## config.mk

```make
export PLATFORM = sky130hd
export DESIGN_NAME = io_timer_regs
export DESIGN_NICKNAME = d
export VERILOG_FILES = /design/src/mem_stage_pkg.sv /design/src/io_timer_regs.sv
export SDC_FILE = /design/constraint.sdc
export NUM_CORES = 1
export LEC_CHECK = 0
export ABC_AREA = 0
export BUFFER_PORTS_ARGS = -buffer_cell sky130_fd_sc_hd__buf_4
export CAP_MARGIN = 20
export CORE_UTILIZATION = 53
export DETAILED_ROUTE_END_ITERATION = 10
export PLACE_DENSITY = 0.8
export SYNTH_ARGS = -nofsm -noshare
export SYNTH_HDL_FRONTEND = slang
export SYNTH_SLANG_ARGS = --single-unit
```

## constraint.sdc

```tcl
create_clock -name clk_i -period 3 [get_ports clk_i]
set_input_delay 0.6 -clock clk_i [delete_from_list [all_inputs] [get_ports clk_i]]
set_output_delay 0.6 -clock clk_i [all_outputs]
set_load 0.01 [all_outputs]
```

## src/mem_stage_pkg.sv

```systemverilog
package mem_stage_pkg;

    // datapath widths
    localparam int XLEN      = 32;
    localparam int RF_ADDR_W = 5;

    // codes on address bits 30:28
    localparam logic [2:0] IO_SEL    = 3'b010;
    localparam logic [2:0] TIMER_SEL = 3'b011;

    // load/store kind carried from execute
    typedef enum logic [2:0] {
        OP_LB  = 3'd0,
        OP_LH  = 3'd1,
        OP_LW  = 3'd2,
        OP_LBU = 3'd3,
        OP_LHU = 3'd4,
        OP_SB  = 3'd5,
        OP_SH  = 3'd6,
        OP_SW  = 3'd7
    } ls_op_t;

    // target of an access
    typedef enum logic [1:0] {
        REG_MEM   = 2'd0,
        REG_IO    = 2'd1,
        REG_TIMER = 2'd2
    } region_t;

endpackage

```

## src/io_timer_regs.sv

```systemverilog
`timescale 1ns/1ps

module io_timer_regs (
    input  logic                                clk_i,
    input  logic                                rst_i,
    input  mem_stage_pkg::region_t              region_i,
    input  logic                                io_rd_i,
    input  logic                                io_wr_i,
    input  logic [mem_stage_pkg::XLEN-1:0]      wdata_i,
    input  mem_stage_pkg::ls_op_t               op_i,
    output logic [mem_stage_pkg::XLEN-1:0]      io_rdata_o,
    output logic                                io_valid_o,
    output logic [mem_stage_pkg::XLEN-1:0]      gpio_o
);
    import mem_stage_pkg::*;

    logic [XLEN-1:0] timer_q;
    logic [XLEN-1:0] gpio_q;

    // free-running cycle counter
    always_ff @(posedge clk_i) begin
        if (!rst_i) begin
            timer_q <= '0;
        end else begin
            timer_q <= timer_q + 1'b1;
        end
    end

    // output port written as a full word
    always_ff @(posedge clk_i) begin
        if (!rst_i) begin
            gpio_q <= '0;
        end else if (io_wr_i && (region_i == REG_IO)) begin
            gpio_q <= wdata_i;
        end
    end

    // reads answer in the same cycle
    assign io_rdata_o = (region_i == REG_TIMER) ? timer_q : gpio_q;
    assign io_valid_o = io_rd_i;
    assign gpio_o     = gpio_q;

    // strobe and op kind must agree coming out of the stage
    a_wr_is_store: assert property (@(posedge clk_i) disable iff (!rst_i)
        io_wr_i |-> (op_i inside {OP_SB, OP_SH, OP_SW}))
        else $error("io_timer_regs: write strobe with non-store op");

    a_rd_is_load: assert property (@(posedge clk_i) disable iff (!rst_i)
        io_rd_i |-> !(op_i inside {OP_SB, OP_SH, OP_SW}))
        else $error("io_timer_regs: read strobe with store op");

endmodule

```

# == Word-level counts from Yosys, hierarchy flattened ==
# Cells that the tools add are included.
# totals
register_bits,64
latch_bits,0
ram_bits,0
rom_bits,0
inputBits,41
out_inout_bits,65
wordCells,7
mem_count,0
# op_classes
addsub,1
multipliers,0
div,0
n_lt_le_gt_ge,0
eq_ne,2
n_shift,0
muxes,1
bitwise_logic,0
reduce_logical,1
# op_table
operator,count
"adder 32 x 1 -> 32 bit, second input constant",1
two-way mux 32 bit,1
"== test 2 x 1 -> 1 bit, second input constant",1
"== test 2 bit, second input constant",1
logical AND 1 bit,1

# == Longest topological paths before layout ==
# depth
depth_word,2
mapped_depth,6
depth_no_buf,5

# == Least setup slack after synthesis ==
# No wires, ideal clock.
# synth_timing
path_kind,input-to-output
start,input region_i[1]
end,output io_rdata_o[10] (netlist name)
arrival_time_ps,1632
t_required_ps,2400
path_slack_ps,768
cell_stages,4
n_path_buf,2
cell_sequence,nor2b_1 > clkbuf_1 > buf_1 > mux2_2
# synth_between
elab_chain_cells,2
# synth_rtl
element,line,rtl
start: declaration,io_timer_regs.sv:6,"input mem_stage_pkg::region_t region_i,"
== test 2 bit,io_timer_regs.sv:39,assign io_rdata_o = (region_i == REG_TIMER) ? timer_q : gpio_q;
two-way mux 32 bit,io_timer_regs.sv:39,
end: declaration,io_timer_regs.sv:11,"output logic [mem_stage_pkg::XLEN-1:0] io_rdata_o,"
# Every way passes these cells.

# == Final worst setup path ==
# layout_timing
start,input region_i[1]
end,output io_rdata_o[6] (netlist name)
# The elaborated chain is that of the path after synthesis.

==> results_dict.tcl <==
set metrics [dict create \
    wl_mm 7.27 \
    final_common_cell "buf_4" \
    cts_max_level 3 \
    tritoncts "yes" \
    grt_use_total_pct 25.6 \
    hp-class "register to register" \
    ir_drop_uv 318 \
    cts_resized 0 \
    synth_cells 352 \
    io_buffers 100 \
    dp_hpwl_mm 4.91 \
    drive_gt1_share_pct 35.4 \
    syn_area_per_cell_sq_um 8.43 \
    die_w_um 76.8 \
    crit_path_cell_trace "buf_4 > nor2b_4 > buf_4 > mux2_2 > buf_4" \
    hold_buffers 0 \
    synthArstFlopShare_pct 0 \
    placementRows 26 \
    path_clk_slew_ps 70 \
    numCtsBuffers 9 \
    cp_max_fo 32 \
    tightestPinTransition_ps 776 \
    cts_sinks 64 \
    final-hold-violation-count 0 \
    mostFrequentLayoutCells "buf_4, nand2_1, dfxtp_1" \
    met3_usage_pct 5.71 \
    fin_tns_setup_ps 0 \
    period_share_pct 78.7 \
    critical_path.slowest_cell "mux2_2" \
    n_fill_cell 392 \
    crit_path_end_kind "primary output" \
    busiest_layer "met2" \
    final_cells 519 \
    path_buf_inv 3 \
    cpMostUsedCell "buf_4" \
    start_kind "input port" \
    multi_input_area_sq_mm 0.00158 \
    syn-cell-area_sq_mm 0.00297 \
    synth_nets 394 \
    dr.pass1.iters 4 \
    wl_per_cell_um 14.0 \
    io_pins 106 \
    start_util_pct 56.7 \
    met1_usage_pct 31.5 \
    relSlewSlack_pct 48.2 \
    grt_use_met2_pct 43.3 \
    cp_data_arrival_time_ps 1760 \
    cts_setup_buffers 0 \
    worstPathRequired_ps 2400 \
    overflow 0 \
    ys.flop_type "dfxtp_1" \
    cap_violations 0 \
    num_antenna_cells 0 \
    synth_edf_count 0 \
    grt_pass1_vias 2687 \
    grt_max_degree 33 \
    worstSetupPathType "input port to primary output" \
    ctsRootBufferMaster "clkbuf_8" \
    rsz0062_at_grt "false" \
    antenna_found_initial 0 \
    power.leakage_uw 0.00162 \
    slew_viol_final 0 \
    power.density_mw_per_mm2 496 \
    drc 0 \
    critPathMaxStageDelay_ps 400 \
    syn_to_final_growth_pct 35.0 \
    finClkSkew_ps 8.31 \
    vias 2821 \
    synth_cell_types 33 \
    die_area_sq_mm 0.00590 \
    place_inst 503 \
    clk_path_buf_depth 2 \
    ys_seq_elements 64 \
    die_y_um 76.8 \
    initialDrtViolationCount 161 \
    grt_pass1_wl_mm 12.3 \
    synth.yosys.seq_area_share_pct 43.2 \
    layout_min_cycle_time_ps 2360 \
    layout.nets 486 \
    drt.antenna.violating_nets 0 \
    core_area_sq_mm 0.00524 \
    critPathTopFamily "buffers and inverters" \
    post_drt_via_cell_ratio 5.44 \
    yosys_warnings 0 \
    finalSetupViolations 0 \
    status "complete, no violations" \
    gp_congestion 0.749 \
    max_freq_ghz 0.423 \
    ff_latch_area_sq_mm 0.00128 \
    insertion_delay_ps 340 \
]
[where the power goes]
part / internal (uW) / leakage (uW) / total [uW] / switching, uW
sequential: 867 / 0.000518 / 881 / 14.5
combinational: 92.8 / 0.000977 / 172 / 79.5
clock: 596 / 0.000126 / 932 / 336
[Yosys cell counts, types with 2 or more instances]
library cell  instances  share of area, %
or2_2                 2              0.42
nor2_1               14               1.8
dfxtp_1              64                43
xnor2_1               6               1.8
inv_1                 4              0.51
o31ai_1               9               2.3
buf_1                 3              0.38
mux2_2               32                12
nand3_1              10               1.7
nand4_1               7               1.5
nand2b_1              2              0.42
mux2i_1               2              0.67
buf_2                 3              0.51
nor4_1                4              0.84
nor3_1                2              0.34
xor2_1                6               1.8
or4_1                11               2.8
and4_1                4               1.2
or3_1                 7               1.5
nand2_1              79                10
a21oi_1              47               7.9
o21ai_0               6               1.0
nand4_2               2              0.84
clkbuf_1             16               2.0
and2_1                2              0.42
[registers in the layout, summed over array words and instances, names as in the netlist]
register / cells
gpio_o: 32
timer_q: 32
[path summary, 6_finish.rpt]
path | slack (ps) | start | endpoint | depth (start not counted)
max | 640 | region_i[1] | io_rdata_o[6] | 5
min | 470 | gpio_o[19]$_SDFFE_PN0P_ | gpio_o[19]$_SDFFE_PN0P_ | 2
max reg2reg | 740 | timer_q[5]$_SDFF_PN0_ | timer_q[23]$_SDFF_PN0_ | 4
min reg2reg | 470 | gpio_o[19]$_SDFFE_PN0P_ | gpio_o[19]$_SDFFE_PN0P_ | 2
[final cells by class]
type,instances,share of cell area (%)
clock buffers,11,3.78
clock inverters,5,2.56
inverters,5,0.468
multi-input cells,260,39.5
flip-flops and latches,64,32.0
well taps,70,2.19
repair buffers,104,19.5
[through the flow]
stage | setup WS [ps] | total power (uW) | area (sq um) | hold slack [ps] | utilization [%]
after floorplan | 768 | 980 | 2970 | 438 | -
after global placement | 667 | 1070 | 3750 | 455 | 71.6
after detailed placement | 648 | 1070 | 3750 | 462 | 71.6
after CTS | 648 | 1990 | 4010 | 473 | 76.5
after global routing | 546 | 2050 | 4010 | 488 | 76.5
final | 638 | 1990 | 4010 | 470 | 76.5
[layer usage]
layer / wire length [um] / vias to the layer above / share of wire (%)
met2: 3530 / 93 / 49
met4: 97 / 0 / 1.3
met3: 360 / 15 / 5.0
met5: 0 / - / 0
li1: - / 1414 / -
met1: 3270 / 1299 / 45
[cells by family (layout without fill, tap and decap cells)]
kind of cell / after synthesis / count (layout) / synth area share [%]
buffers and inverters: 28 / 125 / 3.79
adders and majority gates: 1 / 1 / 0.422
and+or+nand+nor: 149 / 149 / 24.5
DFF: 64 / 64 / 43.2
xor gates and xnor gates: 12 / 12 / 3.54
AOI/OAI and AO/OA: 64 / 64 / 11.8
muxes: 34 / 34 / 12.8
[worst register-to-register path, cell delays in order, from the launching register on]
cell and delay [ps]:
dfxtp_1 480, nand4_2 210, or4_1 760, or4_1 590, a21oi_1 160
Note: power is estimated with default switching activity, not from simulation.
