--- config.mk ---
export PLATFORM = sky130hd
export DESIGN_NAME = mem_stage_flat
export DESIGN_NICKNAME = d
export VERILOG_FILES = /design/src/mem_stage_pkg.sv /design/src/mem_req_if.sv /design/src/addr_region_decoder.sv /design/src/mem_stage.sv /design/src/flat_wrapper.sv
export SDC_FILE = /design/constraint.sdc
export NUM_CORES = 1
export LEC_CHECK = 0
export ABC_AREA = 1
export BUFFER_PORTS_ARGS = -buffer_cell sky130_fd_sc_hd__buf_2
export CAP_MARGIN = 40
export CORE_AREA = 2 2 139 141
export DETAILED_ROUTE_END_ITERATION = 10
export DIE_AREA = 0 0 141 143
export PLACE_DENSITY = 0.56
export REMOVE_ABC_BUFFERS = 1
export SYNTH_ARGS = -nofsm -noshare
export SYNTH_HDL_FRONTEND = slang
export SYNTH_SLANG_ARGS = --single-unit
--- constraint.sdc ---
create_clock -name clk_i -period 2.3 [get_ports clk_i]
set_input_delay 0.46 -clock clk_i [delete_from_list [all_inputs] [get_ports clk_i]]
set_output_delay 0.46 -clock clk_i [all_outputs]
set_load 0.005 [all_outputs]
--- src/mem_stage_pkg.sv ---
package mem_stage_pkg;

    // datapath widths
    localparam int XLEN      = 32;
    localparam int RF_ADDR_W = 5;

    // codes on address bits 30:28
    localparam logic [2:0] IO_SEL    = 3'b010;
    localparam logic [2:0] TIMER_SEL = 3'b011;

    // load/store kind carried from execute
    typedef enum logic [2:0] {
        OP_LB  = 3'd0,
        OP_LH  = 3'd1,
        OP_LW  = 3'd2,
        OP_LBU = 3'd3,
        OP_LHU = 3'd4,
        OP_SB  = 3'd5,
        OP_SH  = 3'd6,
        OP_SW  = 3'd7
    } ls_op_t;

    // target of an access
    typedef enum logic [1:0] {
        REG_MEM   = 2'd0,
        REG_IO    = 2'd1,
        REG_TIMER = 2'd2
    } region_t;

endpackage

--- src/mem_req_if.sv ---
`timescale 1ns/1ps

interface mem_req_if;
    import mem_stage_pkg::*;

    // request side, held by the stage until ctrl_ready
    logic            rd;
    logic            wr;
    logic [XLEN-1:0] addr;
    logic [XLEN-1:0] wdata;
    ls_op_t          op;

    // response side, valid in the completion cycle only
    logic [XLEN-1:0] rdata;
    logic            rdata_valid;
    logic            ctrl_ready;

    modport stage (
        output rd, wr, addr, wdata, op,
        input  rdata, rdata_valid, ctrl_ready
    );

    modport ctrl (
        input  rd, wr, addr, wdata, op,
        output rdata, rdata_valid, ctrl_ready
    );

endinterface

--- src/addr_region_decoder.sv ---
`timescale 1ns/1ps

module addr_region_decoder (
    input  logic                  [2:0] addr_hi_i,
    input  logic                        mem_rd_i,
    input  logic                        mem_wr_i,
    output mem_stage_pkg::region_t      region_o,
    output logic                        mem_rd_o,
    output logic                        mem_wr_o,
    output logic                        io_rd_o,
    output logic                        io_wr_o
);
    import mem_stage_pkg::*;

    logic is_mem;

    // everything outside the two peripheral codes is data memory
    always_comb begin
        case (addr_hi_i)
            IO_SEL:    region_o = REG_IO;
            TIMER_SEL: region_o = REG_TIMER;
            default:   region_o = REG_MEM;
        endcase
    end

    assign is_mem = (region_o == REG_MEM);

    // each strobe goes to exactly one target
    assign mem_rd_o = mem_rd_i && is_mem;
    assign mem_wr_o = mem_wr_i && is_mem;
    assign io_rd_o  = mem_rd_i && !is_mem;
    assign io_wr_o  = mem_wr_i && !is_mem;

endmodule

--- src/mem_stage.sv ---
`timescale 1ns/1ps

module mem_stage (
    input  logic                                    clk_i,
    input  logic                                    rst_i,

    // from execute
    input  logic [mem_stage_pkg::XLEN-1:0]          wb_data_i,
    input  logic                                    wb_en_i,
    input  logic [mem_stage_pkg::RF_ADDR_W-1:0]     rd_addr_i,
    input  logic [mem_stage_pkg::XLEN-1:0]          mem_addr_i,
    input  logic [mem_stage_pkg::XLEN-1:0]          mem_wdata_i,
    input  mem_stage_pkg::ls_op_t                   ls_op_i,
    input  logic                                    mem_rd_i,
    input  logic                                    mem_wr_i,

    // to writeback
    output logic [mem_stage_pkg::XLEN-1:0]          wb_data_o,
    output logic                                    wb_en_o,
    output logic [mem_stage_pkg::RF_ADDR_W-1:0]     rd_addr_o,
    output logic                                    load_o,
    output logic                                    load_valid_o,
    output logic [mem_stage_pkg::XLEN-1:0]          load_data_o,
    output logic                                    stall_o,

    // data memory controller
    mem_req_if.stage                                bus,

    // io and timer block
    output logic                                    io_rd_o,
    output logic                                    io_wr_o,
    output mem_stage_pkg::region_t                  io_region_o,
    output logic [mem_stage_pkg::XLEN-1:0]          io_wdata_o,
    output mem_stage_pkg::ls_op_t                   io_op_o,
    input  logic [mem_stage_pkg::XLEN-1:0]          io_rdata_i,
    input  logic                                    io_valid_i
);
    import mem_stage_pkg::*;

    logic mem_rd_w;
    logic mem_wr_w;

    addr_region_decoder u_addr_region_decoder (
        .addr_hi_i (mem_addr_i[30:28]),
        .mem_rd_i  (mem_rd_i),
        .mem_wr_i  (mem_wr_i),
        .region_o  (io_region_o),
        .mem_rd_o  (mem_rd_w),
        .mem_wr_o  (mem_wr_w),
        .io_rd_o   (io_rd_o),
        .io_wr_o   (io_wr_o)
    );

    // request held by upstream while stalled
    assign bus.rd    = mem_rd_w;
    assign bus.wr    = mem_wr_w;
    assign bus.addr  = mem_addr_i;
    assign bus.wdata = mem_wdata_i;
    assign bus.op    = ls_op_i;

    assign io_wdata_o = mem_wdata_i;
    assign io_op_o    = ls_op_i;

    // pending memory access not yet completed
    assign stall_o = (mem_rd_w || mem_wr_w) && !bus.ctrl_ready;

    // control fields take a bubble on stall
    always_ff @(posedge clk_i) begin
        if (!rst_i) begin
            wb_en_o      <= 1'b0;
            load_o       <= 1'b0;
            load_valid_o <= 1'b0;
        end else if (stall_o) begin
            wb_en_o <= 1'b0;
        end else begin
            wb_en_o      <= wb_en_i;
            load_o       <= mem_rd_i;
            load_valid_o <= bus.rdata_valid || io_valid_i;
        end
    end

    // payload held while stalled
    always_ff @(posedge clk_i) begin
        if (!stall_o) begin
            wb_data_o   <= wb_data_i;
            rd_addr_o   <= rd_addr_i;
            load_data_o <= bus.rdata_valid ? bus.rdata : io_rdata_i;
        end
    end

    // peripherals answer at once and never hold the pipe
    a_no_io_stall: assert property (@(posedge clk_i) disable iff (!rst_i)
        ((mem_rd_i || mem_wr_i) &&
         (mem_addr_i[30:28] == IO_SEL || mem_addr_i[30:28] == TIMER_SEL))
        |-> !stall_o)
        else $error("mem_stage: stall raised during io access");

endmodule

--- src/flat_wrapper.sv ---
// flat-port wrapper written by rule: the top's interface ports become plain ports
module mem_stage_flat import mem_stage_pkg::*;
  (clk_i, rst_i, wb_data_i, wb_en_i, rd_addr_i, mem_addr_i, mem_wdata_i, ls_op_i, mem_rd_i, mem_wr_i, wb_data_o, wb_en_o, rd_addr_o, load_o, load_valid_o, load_data_o, stall_o, io_rd_o, io_wr_o, io_region_o, io_wdata_o, io_op_o, io_rdata_i, io_valid_i, bus_rd, bus_wr, bus_addr, bus_wdata, bus_op, bus_rdata, bus_rdata_valid, bus_ctrl_ready);
  mem_req_if bus_i ();
  input  logic clk_i;
  input  logic rst_i;
  input  logic [mem_stage_pkg::XLEN-1:0] wb_data_i;
  input  logic wb_en_i;
  input  logic [mem_stage_pkg::RF_ADDR_W-1:0] rd_addr_i;
  input  logic [mem_stage_pkg::XLEN-1:0] mem_addr_i;
  input  logic [mem_stage_pkg::XLEN-1:0] mem_wdata_i;
  input  mem_stage_pkg::ls_op_t ls_op_i;
  input  logic mem_rd_i;
  input  logic mem_wr_i;
  output logic [mem_stage_pkg::XLEN-1:0] wb_data_o;
  output logic wb_en_o;
  output logic [mem_stage_pkg::RF_ADDR_W-1:0] rd_addr_o;
  output logic load_o;
  output logic load_valid_o;
  output logic [mem_stage_pkg::XLEN-1:0] load_data_o;
  output logic stall_o;
  output logic io_rd_o;
  output logic io_wr_o;
  output mem_stage_pkg::region_t io_region_o;
  output logic [mem_stage_pkg::XLEN-1:0] io_wdata_o;
  output mem_stage_pkg::ls_op_t io_op_o;
  input  logic [mem_stage_pkg::XLEN-1:0] io_rdata_i;
  input  logic io_valid_i;
  output wire logic [$bits(bus_i.rd)-1:0] bus_rd;
  output wire logic [$bits(bus_i.wr)-1:0] bus_wr;
  output wire logic [$bits(bus_i.addr)-1:0] bus_addr;
  output wire logic [$bits(bus_i.wdata)-1:0] bus_wdata;
  output wire logic [$bits(bus_i.op)-1:0] bus_op;
  input wire logic [$bits(bus_i.rdata)-1:0] bus_rdata;
  input wire logic [$bits(bus_i.rdata_valid)-1:0] bus_rdata_valid;
  input wire logic [$bits(bus_i.ctrl_ready)-1:0] bus_ctrl_ready;
  assign bus_rd = bus_i.rd;
  assign bus_wr = bus_i.wr;
  assign bus_addr = bus_i.addr;
  assign bus_wdata = bus_i.wdata;
  assign bus_op = bus_i.op;
  assign bus_i.rdata = bus_rdata;
  assign bus_i.rdata_valid = bus_rdata_valid;
  assign bus_i.ctrl_ready = bus_ctrl_ready;
  mem_stage u_core (.clk_i(clk_i), .rst_i(rst_i), .wb_data_i(wb_data_i), .wb_en_i(wb_en_i), .rd_addr_i(rd_addr_i), .mem_addr_i(mem_addr_i), .mem_wdata_i(mem_wdata_i), .ls_op_i(ls_op_i), .mem_rd_i(mem_rd_i), .mem_wr_i(mem_wr_i), .wb_data_o(wb_data_o), .wb_en_o(wb_en_o), .rd_addr_o(rd_addr_o), .load_o(load_o), .load_valid_o(load_valid_o), .load_data_o(load_data_o), .stall_o(stall_o), .bus(bus_i), .io_rd_o(io_rd_o), .io_wr_o(io_wr_o), .io_region_o(io_region_o), .io_wdata_o(io_wdata_o), .io_op_o(io_op_o), .io_rdata_i(io_rdata_i), .io_valid_i(io_valid_i));
endmodule
Yosys cells after proc, flatten, opt, wreduce, memory -nomap -nowiden
Cells that the tools add are included.
Widths: inputs -> output; s select.
- $add $sub $neg: 0
- $mul: 0
- div/mod/pow operators: 0
- order comparisons: 0
- eq/ne operators: 2
- shift operators: 0
- mux-type cells: 2
- bitwise logic cells: 1
- reductions and logical operators: 11
- operator list (cell ; number):
    $mux 32 ; 1
    $eq 3x2->1 const B ; 2
    $logic_and 1x1->1 ; 5
    $pmux 2 s2 ; 1
    $logic_not 1->1 ; 2
    $logic_not 2->1 ; 1
    $logic_or 1x1->1 ; 2
    $reduce_or 2->1 ; 1
    $not 1->1 ; 1
- register bits after elaboration: 72
- bits in latches: 0
- memory bits (writable): 0
- ROM bits: 0
- input port bits: 176
- output and inout port bits: 181
- word-level logic and storage cells: 22
- memories kept: 0

Longest topological paths before layout
Gate-level depths: netlist of the first run.
- depth in word-level cells: 7
- mapped depth: 6
- depth with buffers taken out: 6

By module
From an unflattened synthesis of the first run, not the netlist that was laid out.
- cell total of the unflattened synthesis: 309
- area, all modules: 3450.8 µm²
- modules (own cells, without submodules) (module ; times used ; cells an instance ; area each (µm²) ; sequential area each (µm²)):
    mem_stage ; 1 ; 298 ; 3404.5 ; 2132.0
    addr_region_decoder ; 1 ; 11 ; 46.3 ; 0.0

Worst setup path after synthesis of the first run
Ideal clock, no wire load.
- path type: input to output
- from: in mem_rd_i
- to: out stall_o
- data arrival time: 1.921 ns
- required time: 1.840 ns
- path slack: -0.081 ns
- stages on the path: 2
- path buffers: 0
- cells stage by stage: o211ai_4 -> inv_1
- word-level cells in the longest chain between the ends: 3
- RTL lines (element ; line ; text):
    start: declaration ; flat_wrapper.sv:13 ; input logic mem_rd_i;
    $logic_and 1x1->1 ; addr_region_decoder.sv:29 ; assign mem_rd_o = mem_rd_i && is_mem;
    $logic_or 1x1->1 ; mem_stage.sv:65 ; assign stall_o = (mem_rd_w || mem_wr_w) && !bus.ctrl_ready;
    $logic_and 1x1->1 ; mem_stage.sv:65 ;
    end: declaration ; flat_wrapper.sv:21 ; output logic stall_o;
Every way passes these cells.

Worst setup path in the final report of the first run
- from: in mem_addr_i[30] (netlist name)
- to: out stall_o
- word-level cells in the longest chain between the ends: 6
- elaborated cells between the ends (all ways): 8
- classes of those cells: eq/ne (2); mux (1); reduce/logical (5)
- RTL lines (element ; line ; text):
    start: declaration ; flat_wrapper.sv:10 ; input logic [mem_stage_pkg::XLEN-1:0] mem_addr_i;
    $eq 3x2->1 ; addr_region_decoder.sv:19 ; case (addr_hi_i)
    $pmux 2 s2 * ; addr_region_decoder.sv:19 ;
    $logic_not 2->1 * ; addr_region_decoder.sv:26 ; assign is_mem = (region_o == REG_MEM);
    $logic_and 1x1->1 (on tied branches) ; addr_region_decoder.sv:29, addr_region_decoder.sv:30 ;
    $logic_or 1x1->1 * ; mem_stage.sv:65 ;
    $logic_and 1x1->1 * ; mem_stage.sv:65 ;
Mark *: on every way between the ends. The rest lies on a longest branch, timed or not.

==> out/results.ini, run 1 <==
[run_status]
outcome = completed

[synthesis]
yosys-mux-area-fraction = 0.132
avgSynthCellArea_um2 = 15.1
seq_area_frac_synth = 0.600
synth_area_um2 = 3550
synth_compound_area_frac = 0.00599
synth_top_cell_area_share = 0.583
synthDistinctLibCells = 11
synth-seq-cells = 72
yosys_warnings = 0
synth_area_leaders = edfxtp_1, buf_4, mux2_4
synth_top_area_cell = edfxtp_1
yosys.area_share.simple = 0.0201
synth_top_family_by_area = buffers and inverters
synth_xor_area_frac = 0
syn_inst = 236
synthAdderAreaFrac = 0

[finish]
diodes = 0
nets = 513
post-route-util = 0.235
layout.cells.non_filler = 576
area_growth_syn_to_layout_pct = 22.6
n_fill_cell = 1989
multi_input_area_um2 = 562
seqCellArea_um2 = 2130
drive_gt1_frac = 0.708

[setup_path]
worst_ep_arrival_time_ns = 1.15
worstSetupStartpointType = primary input
worstSetupEndpointType = primary output
crit_end = stall_o
crit_fanout = 5
reg2regPathDepth = 2
crit_start = mem_addr_i[30]
path_class = primary input to primary output
path_depth = 6
reg2reg_to = u_core.load_valid_o
cpLargestDelayFamily = buffers and inverters
ff2ff_setup_slack_ns = 1.74
crit_chain = buf_2, inv_1, nand2_1, o211ai_4, inv_1, buf_2
required_ns = 1.84
rr_startpoint = u_core.load_valid_o
cpPeakStageDelay_ns = 0.15
crit_buf_inv = 4
cp_slowest_cell = nand2_1

[cts]
cts_tree = built
clk_pin_slew_worst_paths_ns = 0.06
numCtsBuffers = 9
post_cts_buffers = 0
root_buffer = clkbuf_16
cts_resized = 0
cts.sinks = 72
cts_max_level = 3
cts_hold_buf = 0
insertion_delay_ns = 0.34
clk_path_buf_depth = 2

[route]
wl_met3_um = 4910
drt_iter0_drc = 118
drc_errors = 0
antenna_left = 0
drt_wl_total_um = 17700
met2_wirelength_um = 7340
wl_per_cell_um = 30.7
vias = 2255
highest_layer = met5
drt_first_pass_iters = 4
met1_length_um = 5140
viasPerCell = 3.91

[floorplanning]
start_util = 0.191
dieArea_um2 = 20200
row_count = 50
ios = 357
fp.coreArea_um2 = 18600
dieWidth_um = 141
die_y_um = 143

[place]
hpwl_um = 15500
place.gp.congestion = 0.783
port_buffers = 193
dp.cells = 560

[global_routing]
grt_max_degree = 54
antenna_found_initial = 3
grt_pass1_vias = 2147
overflow = 0
grt_pass1_wl_um = 21600
grt_usage = 0.170

[sta]
timing.setup.tns_ns = 0
tightest_slew_ns = 0.312
fmax_ghz = 0.623
maxSlewHeadroom = 0.792
fin_crit_sh = 0.698
min_period_ns = 1.61
setup_viol = 0
finClkSkew_ns = 0
slew_viol_final = 0
timing.final.hold_violations = 0
rsz0062_at_grt = false

[power]
p_per_area_nw_per_um2 = 842
vdd_drop_max_uv = 389
cellLeakagePower_uw = 0.00201

[hold_path]
hold_path.class = primary input to flop

[flow_run]
maxCapViolCount = 0

==> cell usage after synthesis <==
| library cell | number |
|---|---|
| edfxtp_1 | 69 |
| dfxtp_1 | 3 |
| o211ai_4 | 1 |
| mux2_4 | 29 |
| buf_4 | 102 |
| mux2_2 | 3 |
| nand2_1 | 7 |
| buf_12 | 3 |
| inv_1 | 6 |
| nor2_1 | 12 |
| buf_6 | 1 |
==> flip-flops by register name, summed over array words and instances, names as in the netlist <==
name and count:
u_core.rd_addr_o 5, u_core.wb_en_o 1, u_core.wb_data_o 32, u_core.load_o 1
u_core.load_valid_o 1, u_core.load_data_o 32
==> routing by layer <==
layer  vias up  track usage
met2       328        0.243
li1        907            -
met5         -       0.0576
met1       998        0.136
met3        18        0.229
met4         4       0.0400
==> placed cells by master (no fill, tap or decap), drive strengths merged <==
| cell type | Yosys | final |
|---|---|---|
| o211ai | 1 | 1 |
| bufinv | 0 | 3 |
| dfxtp | 3 | 3 |
| clkinv | 0 | 4 |
| buf | 106 | 196 |
| nand2 | 7 | 7 |
| clkbuf | 0 | 9 |
| mux2 | 32 | 32 |
| inv | 6 | 6 |
| edfxtp | 69 | 69 |
| nor2 | 12 | 12 |
==> per-stage QoR <==
stage / hold WS (ns) / area [µm²] / total power (µW) / setup WS (ns)
finish: 0.292 / 4360 / 3670 / 0.694
floorplan: 0.480 / 2720 / 1800 / -0.0807
global route: 0.272 / 4360 / 3830 / 0.598
global placement: 0.464 / 4020 / 2120 / 0.694
CTS: 0.271 / 4360 / 3740 / 0.700
detailed placement: 0.478 / 4020 / 2130 / 0.691
==> layout make-up <==
cell class                      instances  share of cell area
Clock inverter                          7              0.0253
Timing Repair Buffer                  196               0.233
Inverter                                6             0.00517
Tap cell                              234              0.0672
Sequential cell                        72               0.489
Multi-Input combinational cell         52               0.129
Clock buffer                            9              0.0517
==> logic make-up (layout without fill, tap and decap cells) <==
logic type      Yosys count  count (layout)
buf+inv                 112             218
simple gates             19              19
compound gates            1               1
flops                    72              72
mux                      32              32
==> where the power goes <==
| group | total (µW) | switching, µW | leakage, µW | internal (µW) |
|---|---|---|---|---|
| clock network | 1590 | 537 | 0.000162 | 1050 |
| logic | 440 | 199 | 0.00113 | 241 |
| registers | 1640 | 37.2 | 0.000725 | 1610 |
==> worst reg2reg max path, delay by kind of cell (launching register included) <==
kind          cells  cell delay [ns]
simple gates      2             0.15
flops             1             0.31
==> worst min path at each step <==
stage | from | end | slack, ns | cells past startpoint
6_report | wb_data_i[28] | u_core.wb_data_o[28] | 0.29 | 1
5_1_grt | wb_data_i[11] | u_core.wb_data_o[11] | 0.27 | 1
4_1_cts | wb_data_i[28] | u_core.wb_data_o[28] | 0.27 | 1
3_5_place_dp | u_core.load_o | u_core.load_o | 0.48 | 2
3_3_place_gp | u_core.load_valid_o | u_core.load_valid_o | 0.46 | 2
2_1_floorplan | u_core.load_o | u_core.load_o | 0.48 | 2
No activity file was read; power rests on OpenSTA's default activity.
==> inputs of run 2 (changes only) <==
- clock period: 2.3 -> 1.4 ns (I/O delays scaled with it)
==> out/results.ini, run 2 (synthesis gave the netlist of run 1 again) <==
[place]
port_buffers = 193  ; unchanged
place.gp.congestion = 0.780  ; was 0.783
hpwl_um = 15800  ; was 15500 µm
dp.cells = 567  ; was 560

[hold_path]
hold_path.class = primary input to flop  ; unchanged
hold_path_end = u_core.wb_data_o[7]  ; was u_core.wb_data_o[28]
holdPathStages = 1  ; unchanged
hp-start = wb_data_i[7]  ; was wb_data_i[28]

[floorplanning]
row_count = 50  ; unchanged
die_y_um = 143  ; unchanged
dieArea_um2 = 20200  ; unchanged
ios = 357  ; unchanged
dieWidth_um = 141  ; unchanged
start_util = 0.191  ; unchanged
fp.coreArea_um2 = 18600  ; unchanged

[cts]
cts_hold_buf = 0  ; unchanged
cts.sinks = 72  ; unchanged
insertion_delay_ns = 0.33  ; was 0.34 ns
cts_resized = 0  ; unchanged
numCtsBuffers = 9  ; unchanged
clk_path_buf_depth = 2  ; unchanged
clk_pin_slew_worst_paths_ns = 0.06  ; about the same
root_buffer = clkbuf_16  ; unchanged
cts_tree = built  ; unchanged
post_cts_buffers = 0  ; unchanged
cts_max_level = 3  ; unchanged

[finish]
n_fill_cell = 1953  ; was 1989
multi_input_area_um2 = 562  ; unchanged
area_growth_syn_to_layout_pct = 24.2  ; was 22.6%
drive_gt1_frac = 0.719  ; was 0.708
layout.cells.non_filler = 583  ; was 576
layout_common_cells = buf_2, edfxtp_1, mux2_4  ; unchanged
seqCellArea_um2 = 2130  ; unchanged
layout_commonest_cell = buf_2  ; unchanged
post-route-util = 0.238  ; was 0.235
diodes = 0  ; unchanged
nets = 520  ; was 513
top_regs = u_core.load_data_o x32, u_core.wb_data_o x32, u_core.rd_addr_o x5  ; unchanged

[setup_path]
reg2reg_to = u_core.load_valid_o  ; unchanged
rr_startpoint = u_core.load_valid_o  ; unchanged
worstSetupEndpointType = primary output  ; unchanged
crit_fanout = 3  ; was 5
required_ns = 1.12  ; was 1.84 ns
worstSetupStartpointType = primary input  ; unchanged
path_class = primary input to primary output  ; unchanged
worst_ep_arrival_time_ns = 0.95  ; was 1.15 ns
reg2regPathDepth = 2  ; unchanged
ff2ff_setup_slack_ns = 0.84  ; was 1.74 ns

[flow_run]
maxCapViolCount = 0  ; unchanged

[route]
drt_wl_total_um = 17800  ; was 17700 µm
vias = 2244  ; was 2255
drt_iter0_drc = 141  ; was 118
drc_errors = 0  ; unchanged
viasPerCell = 3.85  ; was 3.91
antenna_left = 0  ; unchanged
drt_first_pass_iters = 6  ; was 4
wl_per_cell_um = 30.6  ; was 30.7 µm

[sta]
finClkSkew_ns = 0  ; unchanged
tightest_slew_ns = 0.160  ; was 0.312 ns
timing.final.hold_violations = 0  ; unchanged
whs_ns = 0.111  ; was 0.292 ns
setup_viol = 0  ; unchanged
min_period_ns = 1.23
fin_crit_sh = 0.879
timing.setup.tns_ns = 0  ; unchanged
maxSlewHeadroom = 0.894  ; was 0.792
slew_viol_final = 0  ; unchanged
fmax_ghz = 0.812
rsz0062_at_grt = false  ; unchanged

[global_routing]
antenna_found_initial = 1  ; was 3
grt_max_degree = 27  ; was 54
grt_usage = 0.171  ; was 0.170
grt_pass1_wl_um = 21600  ; unchanged
overflow = 0  ; unchanged
grt_pass1_vias = 2197  ; was 2147

[power]
p_per_area_nw_per_um2 = 1320  ; was 842 nW/µm²
fin_total_pwr_uw = 5810  ; was 3670 µW
vdd_drop_max_uv = 643  ; was 389 µV
cellLeakagePower_uw = 0.00205  ; was 0.00201 µW

[run_status]
outcome = completed  ; unchanged

run 2: cell types whose count changed in the layout (fill, tap and decap cells not counted):
cell       previous run  this run
clkinv_1              3         1
buf_4                 1         5
clkinv_2              0         1
buf_12                2         5
inv_6                 0         3
bufinv_16             3         1
inv_8                 0         1
clkinv_4              1         0
run 2: critical path, cell delays in order:
cell and delay (ns):
buf_2 0.11, inv_1 0.04, nand2_1 0.09, o211ai_4 0.09, buf_4 0.16, inv_1 0.05, buf_2 0.12
run 2: per-stage QoR:
stage                     setup slack, ns  area [µm²]
after floorplan                    -0.621        2720
after global placement             0.0800        4110
after detailed placement           0.0583        4110
after CTS                           0.156        4410
after global routing               0.0874        4410
final                               0.169        4410
run 2: layout make-up:
type / instances / share of cell area
clock buffer: 9 / 0.0510
clock inverter: 7 / 0.0173
inverter: 6 / 0.00510
multi-input combinational: 52 / 0.127
sequential: 72 / 0.483
tap: 234 / 0.0663
timing repair buffer: 203 / 0.250
run 2: layer usage:
layer	track usage	vias to the layer above	wire length, µm
li1	-	923	-
met4	0.0300	6	147
met1	0.128	951	4840
met5	0.0952	-	222
met3	0.237	18	5080
met2	0.249	346	7530
run 2: how the worst max path moves through the flow:
stage              startpoint                    to  slack [ns]  cells after the start
2_1_floorplan        mem_rd_i               stall_o       -0.62                      2
3_3_place_gp   mem_addr_i[30]   u_core.rd_addr_o[4]        0.08                      6
3_5_place_dp   mem_addr_i[30]  u_core.wb_data_o[22]        0.06                      6
4_1_cts        mem_addr_i[30]               stall_o        0.16                      7
5_1_grt        mem_addr_i[30]               stall_o        0.09                      7
6_report       mem_addr_i[30]               stall_o        0.17                      7
run 2: report_power, final:
| part | total (µW) | switching (µW) | internal (µW) |
|---|---|---|---|
| logic | 766 | 341 | 425 |
| clock network | 2350 | 950 | 1400 |
| registers | 2700 | 61.1 | 2640 |
